$ cat src/rtl/tlb_consts.svh
// TLB constants
// Address, page and table sizes shared by all blocks of the translation unit

`ifndef TLB_CONSTS_SVH
`define TLB_CONSTS_SVH

// Request and master port address width
`define TLB_ADDR_W 32
// 4 KiB pages
`define TLB_PAGE_BITS 12
`define TLB_PN_W (`TLB_ADDR_W - `TLB_PAGE_BITS)

// Translation table
`define TLB_NUM_ENTRIES 4
`define TLB_IDX_W 2

`define TLB_ID_W 4

// Configuration port, entry select in the upper bits and field in the lower bits
`define TLB_CFG_ADDR_W 4
`define TLB_CFG_DATA_W 32

`endif

$ cat src/rtl/tlb_pkg.sv
// TLB package
// Entry layout, configuration field codes and the two views of a
// configuration data word

`include "tlb_consts.svh"

package tlb_pkg;

  // One translation entry, maps pages first_pn..last_pn onto base_pn onwards
  typedef struct packed {
    logic [`TLB_PN_W-1:0] first_pn;
    logic [`TLB_PN_W-1:0] last_pn;
    logic [`TLB_PN_W-1:0] base_pn;
    logic                 valid;
    logic                 read_only;
  } tlb_entry_t;

  // Field select, taken from the low configuration address bits
  typedef enum logic [1:0] {
    FIELD_FIRST = 2'd0,
    FIELD_LAST  = 2'd1,
    FIELD_BASE  = 2'd2,
    FIELD_FLAGS = 2'd3
  } cfg_field_e;

  // Page number view of a configuration word
  typedef struct packed {
    logic [`TLB_CFG_DATA_W-`TLB_PN_W-1:0] rsvd;
    logic [`TLB_PN_W-1:0]                 pn;
  } cfg_page_t;

  // Flags view of a configuration word
  typedef struct packed {
    logic [`TLB_CFG_DATA_W-3:0] rsvd;
    logic                       read_only;
    logic                       valid;
  } cfg_flags_t;

  typedef union packed {
    cfg_page_t  page;
    cfg_flags_t flags;
  } tlb_cfg_word_u;

endpackage

$ cat src/rtl/tlb_lookup_if.sv
// TLB lookup result channel
// Carries one registered lookup result from the lookup stage to the route
// stage, with a valid/ready handshake

`include "tlb_consts.svh"

interface tlb_lookup_if;

  logic                   valid;
  logic                   ready;
  logic                   hit;
  logic                   read_only;
  // Index of the matching entry, for debug visibility
  logic [`TLB_IDX_W-1:0]  idx;
  logic [`TLB_PN_W-1:0]   base_pn;
  logic [`TLB_PN_W-1:0]   first_pn;
  // Original request fields
  logic [`TLB_ADDR_W-1:0] addr;
  logic                   write;
  logic [`TLB_ID_W-1:0]   id;

  modport src (
    output valid, hit, read_only, idx, base_pn, first_pn, addr, write, id,
    input  ready
  );

  modport dst (
    input  valid, hit, read_only, base_pn, first_pn, addr, write, id,
    output ready
  );

endinterface

$ cat src/rtl/tlb_cfg_decode.sv
// TLB configuration decoder
// Decodes single-cycle configuration writes into entry and field, and holds
// the translation table that the lookup stage compares against

`include "tlb_consts.svh"

module tlb_cfg_decode (
  input  logic                                      clk_i,
  input  logic                                      reset_i,
  input  logic                                      cfg_we_i,
  input  logic [`TLB_CFG_ADDR_W-1:0]                cfg_addr_i,
  input  tlb_pkg::tlb_cfg_word_u                    cfg_wdata_i,
  output tlb_pkg::tlb_entry_t [`TLB_NUM_ENTRIES-1:0] entries_o
);

  logic [`TLB_IDX_W-1:0]  wr_idx;
  tlb_pkg::cfg_field_e    wr_field;
  logic                   flags_we;

  // Page fields of the table
  logic [`TLB_PN_W-1:0]   first_q [`TLB_NUM_ENTRIES];
  logic [`TLB_PN_W-1:0]   last_q  [`TLB_NUM_ENTRIES];
  logic [`TLB_PN_W-1:0]   base_q  [`TLB_NUM_ENTRIES];

  // Per-entry flags
  logic [`TLB_NUM_ENTRIES-1:0] valid_q;
  logic [`TLB_NUM_ENTRIES-1:0] ro_q;

  // Upper address bits pick the entry, lower bits pick the field
  assign wr_idx   = cfg_addr_i[`TLB_CFG_ADDR_W-1 -: `TLB_IDX_W];
  assign wr_field = tlb_pkg::cfg_field_e'(cfg_addr_i[`TLB_CFG_ADDR_W-`TLB_IDX_W-1:0]);
  assign flags_we = cfg_we_i && (wr_field == tlb_pkg::FIELD_FLAGS);

  // Page numbers come through the page view of the data word
  always_ff @(posedge clk_i) begin
    if (cfg_we_i) begin
      case (wr_field)
        tlb_pkg::FIELD_FIRST: begin
          first_q[wr_idx] <= cfg_wdata_i.page.pn;
        end
        tlb_pkg::FIELD_LAST: begin
          last_q[wr_idx] <= cfg_wdata_i.page.pn;
        end
        tlb_pkg::FIELD_BASE: begin
          base_q[wr_idx] <= cfg_wdata_i.page.pn;
        end
        default: begin
        end
      endcase
    end
  end

  // Flags come through the flags view, all entries invalid out of reset
  always_ff @(posedge clk_i) begin
    if (reset_i) begin
      valid_q <= '0;
      ro_q    <= '0;
    end else if (flags_we) begin
      valid_q[wr_idx] <= cfg_wdata_i.flags.valid;
      ro_q[wr_idx]    <= cfg_wdata_i.flags.read_only;
    end
  end

  // Present the table as entry structs
  always_comb begin
    for (int i = 0; i < `TLB_NUM_ENTRIES; i++) begin
      entries_o[i].first_pn  = first_q[i];
      entries_o[i].last_pn   = last_q[i];
      entries_o[i].base_pn   = base_q[i];
      entries_o[i].valid     = valid_q[i];
      entries_o[i].read_only = ro_q[i];
    end
  end

endmodule

$ cat src/rtl/tlb_lookup.sv
// TLB lookup stage
// Compares the request page against all entries in parallel, picks the
// lowest hitting entry and registers the result for the route stage

`include "tlb_consts.svh"

module tlb_lookup (
  input  logic                                      clk_i,
  input  logic                                      reset_i,
  input  tlb_pkg::tlb_entry_t [`TLB_NUM_ENTRIES-1:0] entries_i,
  input  logic                                      req_valid_i,
  output logic                                      req_ready_o,
  input  logic [`TLB_ADDR_W-1:0]                    req_addr_i,
  input  logic                                      req_write_i,
  input  logic [`TLB_ID_W-1:0]                      req_id_i,
  tlb_lookup_if.src                                 res
);

  logic [`TLB_PN_W-1:0]         req_pn;
  logic [`TLB_NUM_ENTRIES-1:0]  hit_vec;
  logic                         any_hit;
  logic [`TLB_IDX_W-1:0]        hit_idx;
  tlb_pkg::tlb_entry_t          hit_entry;
  logic                         req_fire;

  assign req_pn = req_addr_i[`TLB_ADDR_W-1:`TLB_PAGE_BITS];

  // One range comparator per entry
  always_comb begin
    for (int i = 0; i < `TLB_NUM_ENTRIES; i++) begin
      hit_vec[i] = entries_i[i].valid &&
                   (req_pn >= entries_i[i].first_pn) &&
                   (req_pn <= entries_i[i].last_pn);
    end
  end

  // Priority encoder, scanning downwards so the lowest index wins
  always_comb begin
    hit_idx = '0;
    for (int i = `TLB_NUM_ENTRIES - 1; i >= 0; i--) begin
      if (hit_vec[i]) begin
        hit_idx = i[`TLB_IDX_W-1:0];
      end
    end
  end

  assign any_hit   = |hit_vec;
  assign hit_entry = entries_i[hit_idx];

  // Stage accepts when empty or drained on this edge
  assign req_ready_o = !res.valid || res.ready;
  assign req_fire    = req_valid_i && req_ready_o;

  always_ff @(posedge clk_i) begin
    if (reset_i) begin
      res.valid <= 1'b0;
    end else if (req_fire) begin
      res.valid <= 1'b1;
    end else if (res.ready) begin
      res.valid <= 1'b0;
    end
  end

  // Result payload, held while the route stage stalls
  always_ff @(posedge clk_i) begin
    if (req_fire) begin
      res.hit       <= any_hit;
      res.idx       <= hit_idx;
      res.read_only <= hit_entry.read_only;
      res.base_pn   <= hit_entry.base_pn;
      res.first_pn  <= hit_entry.first_pn;
      res.addr      <= req_addr_i;
      res.write     <= req_write_i;
      res.id        <= req_id_i;
    end
  end

endmodule

$ cat src/rtl/tlb_route.sv
// TLB route stage
// Applies write protection, forms the translated address and loads either
// the master or the error output register

`include "tlb_consts.svh"

module tlb_route (
  input  logic                    clk_i,
  input  logic                    reset_i,
  tlb_lookup_if.dst               res,
  // Master channel
  output logic                    mst_valid_o,
  input  logic                    mst_ready_i,
  output logic [`TLB_ADDR_W-1:0]  mst_addr_o,
  output logic                    mst_write_o,
  output logic [`TLB_ID_W-1:0]    mst_id_o,
  // Error channel
  output logic                    err_valid_o,
  input  logic                    err_ready_i,
  output logic [`TLB_ADDR_W-1:0]  err_addr_o,
  output logic                    err_write_o,
  output logic [`TLB_ID_W-1:0]    err_id_o
);

  logic                   to_mst;
  logic                   mst_free;
  logic                   err_free;
  logic                   res_fire;
  logic [`TLB_PN_W-1:0]   req_pn;
  logic [`TLB_PN_W-1:0]   xlat_pn;
  logic [`TLB_ADDR_W-1:0] xlat_addr;

  // Writes to read-only entries are treated like misses
  assign to_mst = res.hit && !(res.write && res.read_only);

  // Offset within the entry's range, rebased onto its base page
  assign req_pn    = res.addr[`TLB_ADDR_W-1:`TLB_PAGE_BITS];
  assign xlat_pn   = res.base_pn + (req_pn - res.first_pn);
  assign xlat_addr = {xlat_pn, res.addr[`TLB_PAGE_BITS-1:0]};

  // An output register is free when empty or drained on this edge
  assign mst_free  = !mst_valid_o || mst_ready_i;
  assign err_free  = !err_valid_o || err_ready_i;
  assign res.ready = to_mst ? mst_free : err_free;
  assign res_fire  = res.valid && res.ready;

  always_ff @(posedge clk_i) begin
    if (reset_i) begin
      mst_valid_o <= 1'b0;
    end else if (res_fire && to_mst) begin
      mst_valid_o <= 1'b1;
    end else if (mst_ready_i) begin
      mst_valid_o <= 1'b0;
    end
  end

  always_ff @(posedge clk_i) begin
    if (reset_i) begin
      err_valid_o <= 1'b0;
    end else if (res_fire && !to_mst) begin
      err_valid_o <= 1'b1;
    end else if (err_ready_i) begin
      err_valid_o <= 1'b0;
    end
  end

  // Payloads only change on a load, so they stay stable while valid is high
  always_ff @(posedge clk_i) begin
    if (res_fire && to_mst) begin
      mst_addr_o  <= xlat_addr;
      mst_write_o <= res.write;
      mst_id_o    <= res.id;
    end
    if (res_fire && !to_mst) begin
      // Error port keeps the untranslated address
      err_addr_o  <= res.addr;
      err_write_o <= res.write;
      err_id_o    <= res.id;
    end
  end

endmodule

$ cat src/rtl/axi_tlb_lite.sv
// Lightweight address translation unit
// Translates 4 KiB pages of incoming address requests through a four-entry
// table, misses and protected writes are steered to the error port

`include "tlb_consts.svh"

module axi_tlb_lite (
  input  logic                        clk_i,
  input  logic                        reset_i,
  // Configuration writes
  input  logic                        cfg_we_i,
  input  logic [`TLB_CFG_ADDR_W-1:0]  cfg_addr_i,
  input  logic [`TLB_CFG_DATA_W-1:0]  cfg_wdata_i,
  // Request channel
  input  logic                        req_valid_i,
  output logic                        req_ready_o,
  input  logic [`TLB_ADDR_W-1:0]      req_addr_i,
  input  logic                        req_write_i,
  input  logic [`TLB_ID_W-1:0]        req_id_i,
  // Master channel
  output logic                        mst_valid_o,
  input  logic                        mst_ready_i,
  output logic [`TLB_ADDR_W-1:0]      mst_addr_o,
  output logic                        mst_write_o,
  output logic [`TLB_ID_W-1:0]        mst_id_o,
  // Error channel
  output logic                        err_valid_o,
  input  logic                        err_ready_i,
  output logic [`TLB_ADDR_W-1:0]      err_addr_o,
  output logic                        err_write_o,
  output logic [`TLB_ID_W-1:0]        err_id_o
);

  tlb_pkg::tlb_entry_t [`TLB_NUM_ENTRIES-1:0] entries;

  tlb_lookup_if lookup_res ();

  tlb_cfg_decode cfg_decode_inst (
    .clk_i       (clk_i),
    .reset_i     (reset_i),
    .cfg_we_i    (cfg_we_i),
    .cfg_addr_i  (cfg_addr_i),
    .cfg_wdata_i (tlb_pkg::tlb_cfg_word_u'(cfg_wdata_i)),
    .entries_o   (entries)
  );

  tlb_lookup lookup_inst (
    .clk_i       (clk_i),
    .reset_i     (reset_i),
    .entries_i   (entries),
    .req_valid_i (req_valid_i),
    .req_ready_o (req_ready_o),
    .req_addr_i  (req_addr_i),
    .req_write_i (req_write_i),
    .req_id_i    (req_id_i),
    .res         (lookup_res.src)
  );

  tlb_route route_inst (
    .clk_i       (clk_i),
    .reset_i     (reset_i),
    .res         (lookup_res.dst),
    .mst_valid_o (mst_valid_o),
    .mst_ready_i (mst_ready_i),
    .mst_addr_o  (mst_addr_o),
    .mst_write_o (mst_write_o),
    .mst_id_o    (mst_id_o),
    .err_valid_o (err_valid_o),
    .err_ready_i (err_ready_i),
    .err_addr_o  (err_addr_o),
    .err_write_o (err_write_o),
    .err_id_o    (err_id_o)
  );

endmodule

$ cat config.mk
export PLATFORM = sky130hd
export DESIGN_NAME = axi_tlb_lite
export DESIGN_NICKNAME = d
export VERILOG_FILES = /design/src/rtl/tlb_pkg.sv /design/src/rtl/tlb_lookup_if.sv /design/src/rtl/tlb_cfg_decode.sv /design/src/rtl/tlb_lookup.sv /design/src/rtl/tlb_route.sv /design/src/rtl/axi_tlb_lite.sv
export VERILOG_INCLUDE_DIRS = /design/src /design/src/rtl
export SDC_FILE = /design/constraint.sdc
export NUM_CORES = 1
export LEC_CHECK = 0
export ABC_AREA = 1
export BUFFER_PORTS_ARGS = -buffer_cell sky130_fd_sc_hd__buf_2
export CAP_MARGIN = 20
export CORE_ASPECT_RATIO = 1.2
export CORE_MARGIN = 1.5
export CORE_UTILIZATION = 61
export CTS_CLUSTER_DIAMETER = 60
export CTS_CLUSTER_SIZE = 24
export DETAILED_ROUTE_END_ITERATION = 10
export PLACE_DENSITY = 0.81
export SETUP_SLACK_MARGIN = 0.4
export SYNTH_ARGS = -nofsm -noshare
export SYNTH_HDL_FRONTEND = slang
export SYNTH_SLANG_ARGS = --single-unit
$ cat constraint.sdc
create_clock -name clk_i -period 4.1 [get_ports clk_i]
set_input_delay 0.205 -clock clk_i [delete_from_list [all_inputs] [get_ports clk_i]]
set_output_delay 0.205 -clock clk_i [all_outputs]
set_load 0.02 [all_outputs]
==> impl_metrics.tcl, run 1 <==
set metrics [dict create \
    status "finished clean" \
    tightestPinTransition_ns 1.04 \
    rows 72 \
    wirelength_um 44600 \
    path_class "reg -> reg" \
    utilization_pct 70.1 \
    synth_top_cell_area_share_pct 58.3 \
    cellLeakagePower_nw 10.3 \
    setup_tns_ns 0 \
    grt_use_met3_pct 2.96 \
    fmax_mhz 288 \
    cp_cell_sequence "inv_1 -> ha_1 -> nand2_2 -> inv_1 -> nand2_1 -> nand2_1 -> a21oi_1 -> nand4_1 -> nand2_1 -> nor2_4 -> nand2_2 -> nand2_4 -> nand2_4 -> buf_4 -> nand2_1 -> nand3_1 -> nand2_1" \
    min_period_ns 3.47 \
    synthArstFlopShare_pct 0 \
    yosysTopAreaCell "edfxtp_1" \
    vias 13665 \
    die_y_um 203 \
    maxCapViolCount 0 \
    critPathMaxStageDelay_ns 0.63 \
    cts_buffer_depth 3 \
    finalPower_mw 8.57 \
    core_area_um2 32400 \
    grt.total_usage_pct 26.5 \
    syn-mean-instance-area_um2 10.9 \
    die_w_um 169 \
    grt_pass1_vias 13928 \
    synthesis.area_um2 20200 \
    cts_inserted_buffers 26 \
    final_area_um2 22700 \
    first_iter_violations 1106 \
    place_area_um2 21400 \
    ys_seq_elements 404 \
    drcViolationCount 0 \
    synth-seq-area-share_pct 59.4 \
    synthesis.nets 2129 \
    synth_top_cells_by_area "edfxtp_1 (58%), ha_1 (11%), inv_1 (7.3%), nand2_1 (5.9%), nand3_1 (4.3%)" \
    synth_warnings 0 \
    cts.sinks 404 \
    synth_common_cells "edfxtp_1 (393), inv_1 (392), nand2_1 (320)" \
    critPathLaunchType "flip-flop" \
    cts_resized 0 \
    cts_root_buffer "clkbuf_16" \
    drive_gt1_share_pct 11.9 \
    grt-busiest-layer "met2" \
    gp_congestion 0.875 \
    grt_pass1_wl_um 69800 \
    die_area_um2 34300 \
    synthFlopType "edfxtp_1" \
    initial_core_util_pct 62.4 \
    grt_antenna_before_repair 3 \
    cp_max_fo 58 \
    finalSetupViolations 0 \
    endpoint_kind "flip-flop" \
    finalMaxSlewViolations 0 \
    p_per_area_nw_per_um2 377 \
    viasPerCell 5.51 \
    grt_max_degree 83 \
    hp-class "in -> reg" \
    insertion_delay_ns 0.58 \
    overflow 0 \
    postSynthCellCount 1851 \
    cp_slowest_cell "nand2_4" \
    drt-pass1-iter-count 5 \
    synth_edf_count 393 \
    htreeDepth 1 \
    max-vdd-ir-drop_mv 0.345 \
    crit_required_ns 4.43 \
    min_period_over_period_pct 84.6 \
    wl_per_cell_um 18.0 \
    nets 2329 \
    hpwl_um 31000 \
    synth.most_common_cell "edfxtp_1" \
    gr-usage-met2_pct 47.7 \
    ant_nets 0 \
    fin_skew_ns 0.0301 \
    cts_tree "done" \
    maxSlewHeadroom_pct 30.8 \
    hold_violations 0 \
    io_buffer_count 143 \
    pin_count 156 \
    netlist-cell-type-count 40 \
    areaGrowthSynthToFinish_pct 12.3 \
    path_buf_inv 3 \
    clk_pin_slew_worst_paths_ns 0.09 \
    path_delay_family "simple AND/OR/NAND/NOR gates" \
    crit_top_cell "nand2_1" \
    rsz0062_at_grt "no" \
    cts_setup_buffers 0 \
    cp.arrival_ns 3.80 \
    met1_usage_pct 31.5 \
]
## stage by stage
stage	setup WS [ns]	hold slack (ns)	instances
2_1_floorplan	1.03	0.274	1851
3_3_place_gp	0.737	0.392	2387
3_5_place_dp	0.639	0.384	2387
4_1_cts	0.708	0.000420	2474
5_1_grt	0.420	0.0118	2478
6_report	0.633	0.0198	2478
## path summary, 6_finish.rpt
path,depth (start not counted),start,to,slack (ns)
max reg2reg,17,cfg_decode_inst.first_q[3][19],lookup_inst.res.base_pn[5],0.63
max,17,cfg_decode_inst.first_q[3][19],lookup_inst.res.base_pn[5],0.63
min,1,req_addr_i[17],lookup_inst.res.addr[17],0.02
min reg2reg,0,lookup_inst.res.addr[3],route_inst.mst_addr_o[3],0.45
## sequential cells by signal, summed over array words and instances (netlist names), 20 cells and up
name                      flops
cfg_decode_inst.base_q       80
cfg_decode_inst.first_q      80
cfg_decode_inst.last_q       80
lookup_inst.res.addr         32
route_inst.err_addr_o        32
route_inst.mst_addr_o        32
lookup_inst.res.base_pn      20
lookup_inst.res.first_pn     20
## area by class of cell
cell class              instances  area, um2
repair buffers                206       1310
clock inverters                18        216
well taps                     407        509
clock buffers                  27        676
flip-flops and latches        404      12000
diodes                          3       7.51
fillers                      2261       9700
multi-input cells            1015       6500
inverters                     398       1490
## cells in the final DEF, fill, tap and decap left out, types with 27 or more instances in the layout
| cell | instances |
|---|---|
| dlygate4sd3_1 | 42 |
| edfxtp_1 | 393 |
| nand2_1 | 320 |
| nor2_1 | 87 |
| nand3_1 | 173 |
| ha_1 | 180 |
| inv_1 | 391 |
| o21ai_0 | 36 |
| a21oi_1 | 91 |
| buf_2 | 143 |
| clkbuf_16 | 27 |
## power by group
group	internal, mW	switching, mW	leakage (nW)
Clock	1.33	1.47	0.427
Combinational	0.362	0.668	6.18
Sequential	4.70	0.0441	3.71
## metal layers
layer	part of all wire, %	vias up
met3	6.8	112
met2	51	535
met4	4.5	0
met5	0	-
li1	-	6551
met1	37	6467
## logic make-up after synthesis
logic type	synth area share, %
xor+xnor	0.909
simple gates	14.0
fa+ha+maj	13.0
compound gates	4.08
buf+inv	8.57
flops	59.4
## repair_timing
item,in CTS,in global routing
hold buffers,42,0
hold endpoints to repair,115,0
endpoints found under the setup margin,0,0
Note: power is estimated with default switching activity, not from simulation.
==> run 2: changes to the inputs <==
==> constraint.sdc (replaced) <==
create_clock -name clk_i -period 3.21 [get_ports clk_i]
set_input_delay 0.1605 -clock clk_i [delete_from_list [all_inputs] [get_ports clk_i]]
set_output_delay 0.1605 -clock clk_i [all_outputs]
set_load 0.02 [all_outputs]
==> impl_metrics.tcl, run 2 (synthesized netlist as in run 1, its figures left out) <==
set metrics [dict create \
    path_buf_inv 4 \
    hp-class "in -> reg" \
    overflow 0 \
    clk_pin_slew_worst_paths_ns 0.09 \
    crit_top_cell "nand2_1" \
    path_class "in -> reg" \
    grt_max_degree 50 \
    grt.total_usage_pct 26.2 \
    p_per_area_nw_per_um2 473 \
    largestRegisters "cfg_decode_inst.base_q (80), cfg_decode_inst.first_q (80), cfg_decode_inst.last_q (80)" \
    finalSetupViolations 0 \
    min_period_over_period_pct 88.0 \
    cts_buffer_depth 3 \
    cts_root_buffer "clkbuf_16" \
    hold_violations 0 \
    core_area_um2 32400 \
    die_area_um2 34300 \
    die_y_um 203 \
    rows 72 \
    initial_core_util_pct 62.4 \
    finalMaxSlewViolations 0 \
    drt-pass1-iter-count 5 \
    cts.sinks 404 \
    critPathMaxStageDelay_ns 0.55 \
    wirelength_um 45600 \
    maxCapViolCount 0 \
    r2r_setup_slack_ns 0.42 \
    grt_pass1_wl_um 69300 \
    endpoint_kind "flip-flop" \
    final_common_cell "edfxtp_1" \
    reg2reg_depth 17 \
    r2r_end "lookup_inst.res.base_pn[11]" \
    fin_skew_ns 0.0234 \
    die_w_um 169 \
    gp_congestion 0.886 \
    maxSlewHeadroom_pct 56.1 \
    wl_per_cell_um 18.1 \
    ant_nets 0 \
    path_delay_family "simple AND/OR/NAND/NOR gates" \
    hpwl_um 31500 \
    grt_antenna_before_repair 1 \
    grt_pass1_vias 13900 \
    cp_max_fo 9 \
    min_period_ns 2.82 \
    cp_slowest_cell "dlygate4sd3_1" \
    r2r_start "cfg_decode_inst.first_q[3][19]" \
    cts_tree "done" \
    viasPerCell 5.50 \
    max-vdd-ir-drop_mv 0.412 \
    io_buffer_count 143 \
    tightestPinTransition_ns 0.657 \
    grt-busiest-layer "met2" \
    grt_use_met3_pct 2.85 \
    drive_gt1_share_pct 14.1 \
    htreeDepth 1 \
    nets 2370 \
    multi_input_area_um2 6690 \
    drcViolationCount 0 \
    gr-usage-met2_pct 47.4 \
    critPathLaunchType "input port" \
    status "finished clean" \
    areaGrowthSynthToFinish_pct 15.9 \
    startpoint "req_addr_i[31]" \
    fin_cells 2520 \
    path_depth 18 \
    met1_usage_pct 31.2 \
    cts_inserted_buffers 27 \
    cp.arrival_ns 3.13 \
    vias 13850 \
    cellLeakagePower_nw 10.6 \
    cp-endpoint "lookup_inst.res.base_pn[11]" \
    crit_required_ns 3.52 \
    insertion_delay_ns 0.59 \
    fin_hold_ws_ns 0.0343 \
    seq_area_um2 12000 \
    first_iter_violations 1169 \
    fmax_mhz 354 \
    mostFrequentLayoutCells "edfxtp_1 (393), inv_1 (391), nand2_1 (319), ha_1 (175), nand3_1 (172)" \
    dp_cells 2396 \
    rsz0062_at_grt "yes" \
    nFillCells 2120 \
    pin_count 156 \
    cp_cell_sequence "dlygate4sd3_1 -> buf_2 -> ha_1 -> nand2_2 -> inv_1 -> nand2_1 -> nand2_1 -> a21oi_1 -> nand4_1 -> nand2_1 -> nor2_4 -> nand2_4 -> nand2_8 -> nand2_8 -> clkbuf_16 -> nand2_1 -> nand3_1 -> nand2_1" \
    setup_tns_ns 0 \
]
## run 2: cell types whose count changed in the layout (fill, tap and decap cells not counted), sizes merged
cell	previous run	this run
clkinv	7	8
bufinv	1	0
diode	3	1
nand2	327	328
inv	405	407
clkinvlp	3	2
dlygate4sd3	42	60
clkbuf	27	36
buf	164	179
## run 2: report_power, final
part / internal [mW] / switching (mW)
combinational: 0.532 / 0.911
clock: 1.67 / 1.94
sequential: 6.00 / 0.0538
total: 8.20 / 2.91
## run 2: repair_timing
item                                    in CTS  in global routing
hold buffers                                60                  0
pin swaps                                    0                  9
resized for setup                            9                 48
setup buffers                                0                  7
gates cloned                                 0                  7
endpoints found under the setup margin      20                 52
endpoints found under the hold margin      268                  0
## run 2: final cells by class
type	count	area share [%]
antenna	1	0.0107
timing repair buffer	245	7.85
clock inverter	19	0.944
clock buffer	30	2.93
multi-input combinational	1016	28.5
inverter	398	6.38
sequential	404	51.2
tap	407	2.17
## run 2: stage by stage
stage | util [%] | setup slack [ns] | cell area [um2] | power (mW)
2_1_floorplan | - | 0.416 | 20200 | 7.00
3_3_place_gp | 66.3 | 0.244 | 21500 | 7.40
3_5_place_dp | 66.3 | 0.185 | 21500 | 7.47
4_1_cts | 71.1 | 0.401 | 23100 | 11.1
5_1_grt | 72.4 | 0.357 | 23500 | 11.5
6_report | 72.4 | 0.387 | 23500 | 11.1
## run 2: layer usage
| layer | wire length (um) | up-vias | share of wire (%) |
|---|---|---|---|
| met5 | 0 | - | 0 |
| met4 | 1830 | 0 | 4.0 |
| met3 | 2670 | 115 | 5.9 |
| met2 | 24000 | 524 | 53 |
| met1 | 17200 | 6570 | 38 |
| li1 | - | 6641 | - |
## run 2: worst reg2reg max path, delay by kind of cell, from the launching register on
kind / cells / cell delay, ns
AND/OR/NAND/NOR: 12 / 1.29
flip-flops: 1 / 0.36
buffers and inverters: 3 / 0.35
AO/OA/AOI/OAI: 1 / 0.27
adder cells (fa/ha/maj): 1 / 0.25
## run 2: how the worst min path moves through the flow
stage                    from                            end  cells after the start
3_3_place_gp          reset_i          lookup_inst.res.valid                      2
3_5_place_dp    req_addr_i[0]        lookup_inst.res.addr[0]                      1
6_report       cfg_wdata_i[0]  cfg_decode_inst.first_q[1][0]                      1
5_1_grt        cfg_wdata_i[0]  cfg_decode_inst.first_q[2][0]                      1
4_1_cts        cfg_wdata_i[0]  cfg_decode_inst.first_q[2][0]                      1
2_1_floorplan         reset_i          lookup_inst.res.valid                      1
==> run 3: changes to the inputs <==
--- a/config.mk
+++ b/config.mk
@@ -6,16 +6,15 @@
 export SDC_FILE = /design/constraint.sdc
 export NUM_CORES = 1
 export LEC_CHECK = 0
-export ABC_AREA = 1
 export BUFFER_PORTS_ARGS = -buffer_cell sky130_fd_sc_hd__buf_2
 export CAP_MARGIN = 20
 export CORE_ASPECT_RATIO = 1.2
 export CORE_MARGIN = 1.5
-export CORE_UTILIZATION = 61
+export CORE_UTILIZATION = 60
 export CTS_CLUSTER_DIAMETER = 60
 export CTS_CLUSTER_SIZE = 24
 export DETAILED_ROUTE_END_ITERATION = 10
-export PLACE_DENSITY = 0.81
+export PLACE_DENSITY = 0.8
 export SETUP_SLACK_MARGIN = 0.4
 export SYNTH_ARGS = -nofsm -noshare
 export SYNTH_HDL_FRONTEND = slang
==> impl_metrics.tcl, run 3 <==
set metrics [dict create \
    status "complete, but fails checks" \
    violations "design-rule violations, negative setup slack" \
    viasPerCell 5.94 \
    synthFlopType "edfxtp_1" \
    grt_antenna_before_repair 0 \
    wl_per_cell_um 22.9 \
    grt_pass1_wl_um 69000 \
    max-vdd-ir-drop_mv 0.512 \
    cts_tree "done" \
    p_per_area_nw_per_um2 461 \
    die_w_um 167 \
    yosysTopAreaCell "edfxtp_1" \
    first_iter_violations 1245 \
    die_y_um 199 \
    overflow 0 \
    maxSlewHeadroom_pct 48.5 \
    insertion_delay_ns 0.56 \
    nFillCells 1702 \
    drive_gt1_share_pct 25.8 \
    synth_edf_count 393 \
    synth-seq-area-share_pct 62.4 \
    cts_inserted_buffers 26 \
    cellLeakagePower_nw 10.3 \
    ys_seq_elements 404 \
    rows 71 \
    largestRegisters "cfg_decode_inst.base_q (80), cfg_decode_inst.first_q (80), cfg_decode_inst.last_q (80)" \
    drt-pass1-iter-count 11 \
    cp_slowest_cell "edfxtp_1" \
    ant_nets 0 \
    netlist-cell-type-count 59 \
    fmax_mhz 275 \
    cts_buffer_depth 3 \
    critPathLaunchType "flip-flop" \
    clk_pin_slew_worst_paths_ns 0.09 \
    path_class "reg -> reg" \
    synth.most_common_cell "edfxtp_1" \
    nets 1990 \
    drcViolationCount 2 \
    final_common_cell "edfxtp_1" \
    wirelength_um 48800 \
    cts.sinks 404 \
    synthesis.area_um2 19300 \
    cts_root_buffer "clkbuf_16" \
    endpoint_kind "flip-flop" \
    die_area_um2 33200 \
    areaGrowthSynthToFinish_pct 25.0 \
    grt_pass1_vias 12858 \
    io_buffer_count 143 \
    mostFrequentLayoutCells "edfxtp_1 (393), inv_1 (230), ha_1 (170), buf_2 (143), buf_4 (103)" \
    initial_core_util_pct 61.3 \
    htreeDepth 1 \
    fin_hold_ws_ns 0.00147 \
    synth_common_cells "edfxtp_1 (393), inv_1 (238), ha_1 (180)" \
    core_area_um2 31400 \
    rsz0062_at_grt "yes" \
    tightestPinTransition_ns 0.764 \
    dpl_worst_slack_ns -0.274 \
    synthesis.nets 1634 \
    cp_max_fo 8 \
    finalSetupViolations 45 \
    critPathMaxStageDelay_ns 0.44 \
    fin_skew_ns 0.0226 \
    min_period_over_period_pct 113 \
    timing.final.ws_setup_ns -0.421 \
    utilization_pct 76.6 \
    diodes 0 \
    hold_violations 0 \
    grt.total_usage_pct 27.6 \
    synthArstFlopShare_pct 0 \
    hp-class "in -> reg" \
    min_period_ns 3.63 \
    setup_tns_ns -12.63 \
    crit_required_ns 3.55 \
    cp_cell_sequence "inv_1 -> ha_1 -> a21oi_1 -> nor2_1 -> a211oi_1 -> o21ai_0 -> a211o_1 -> nand3_2 -> o21ai_4 -> buf_6 -> buf_12 -> buf_12 -> buf_16 -> mux2i_1 -> mux2i_1" \
    syn-mean-instance-area_um2 14.2 \
    vias 12677 \
    finalMaxSlewViolations 0 \
    synth_top_cell_area_share_pct 61.3 \
    gp_congestion 0.926 \
    synth_top_cells_by_area "edfxtp_1 (61%), ha_1 (12%), mux2i_1 (6.5%), inv_1 (4.6%), fa_1 (2.0%)" \
    postSynthCellCount 1356 \
    synth_warnings 0 \
    cp.arrival_ns 3.98 \
    grt_max_degree 42 \
    pin_count 156 \
    maxCapViolCount 0 \
    hpwl_um 29200 \
]
-- run 3: cell types whose count changed in the layout (fill, tap and decap cells not counted), moves of 22 or more --
| cell | change |
|---|---|
| a21oi_1 | -22 |
| buf_4 | +76 |
| inv_1 | -161 |
| mux2i_1 | +81 |
| mux2i_4 | +27 |
| nand2_1 | -284 |
| nand3_1 | -149 |
| nor2_1 | -29 |
-- run 3: per-layer routing --
metal	global-route usage [%]	up-vias	routed length, um
li1	-	5661	-
met3	4.24	194	3630
met5	0	-	0
met2	49.2	643	24400
met4	16.0	0	3240
met1	32.0	6179	17600
-- run 3: per-stage QoR --
step                std cells  total power, mW  area [um2]
detailed placement       1984             7.30       21200
finish                   2133             11.1       24100
CTS                      2113             11.0       23600
global placement         1984             7.24       21200
floorplan                1356             6.82       19300
global route             2133             11.4       24100
-- run 3: worst max-delay path, delay by kind of cell, from the launching register on --
kind	cells	cell delay [ns]
adder cells (fa/ha/maj)	1	0.26
AND/OR/NAND/NOR	2	0.21
flip-flops	1	0.44
multiplexers	2	0.45
AO/OA/AOI/OAI	5	1.40
buffers and inverters	5	0.63
-- run 3: kinds of logic after synthesis --
| family | synth area share [%] |
|---|---|
| flops | 62.4 |
| buf+inv | 5.75 |
| fa+ha+maj | 13.7 |
| simple gates | 4.78 |
| compound gates | 6.05 |
| mux | 6.55 |
| xor+xnor | 0.818 |
-- run 3: timing repair --
item	CTS	global route
pin swaps	33	9
hold buffers	50	0
buffers inserted	24	17
gates resized for setup	102	60
gates cloned	7	3
endpoints found under the setup margin	53	54
endpoints found under the hold margin	209	0
-- run 3: area by class of cell --
class	count	area (um2)	share of cell area [%]
Sequential cell	404	12000	49.9
Multi-Input combinational cell	700	6920	28.7
Timing Repair Buffer	342	2820	11.7
Inverter	238	893	3.71
Clock buffer	31	691	2.87
Tap cell	401	502	2.08
Clock inverter	17	235	0.977
-- run 3: path summary, 6_finish.rpt --
| check | from | endpoint | slack [ns] | cells after the start |
|---|---|---|---|---|
| min reg2reg | lookup_inst.res.addr[5] | route_inst.mst_addr_o[5] | 0.45 | 0 |
| max reg2reg | cfg_decode_inst.first_q[0][13] | lookup_inst.res.base_pn[7] | -0.42 | 15 |
| min | cfg_wdata_i[1] | cfg_decode_inst.ro_q[2] | 0.001 | 3 |
| max | cfg_decode_inst.first_q[0][13] | lookup_inst.res.base_pn[7] | -0.42 | 15 |
-- run 3: power by group --
part	internal (mW)	switching, mW
logic	0.613	0.775
clock network	1.80	1.89
registers	5.97	0.0663
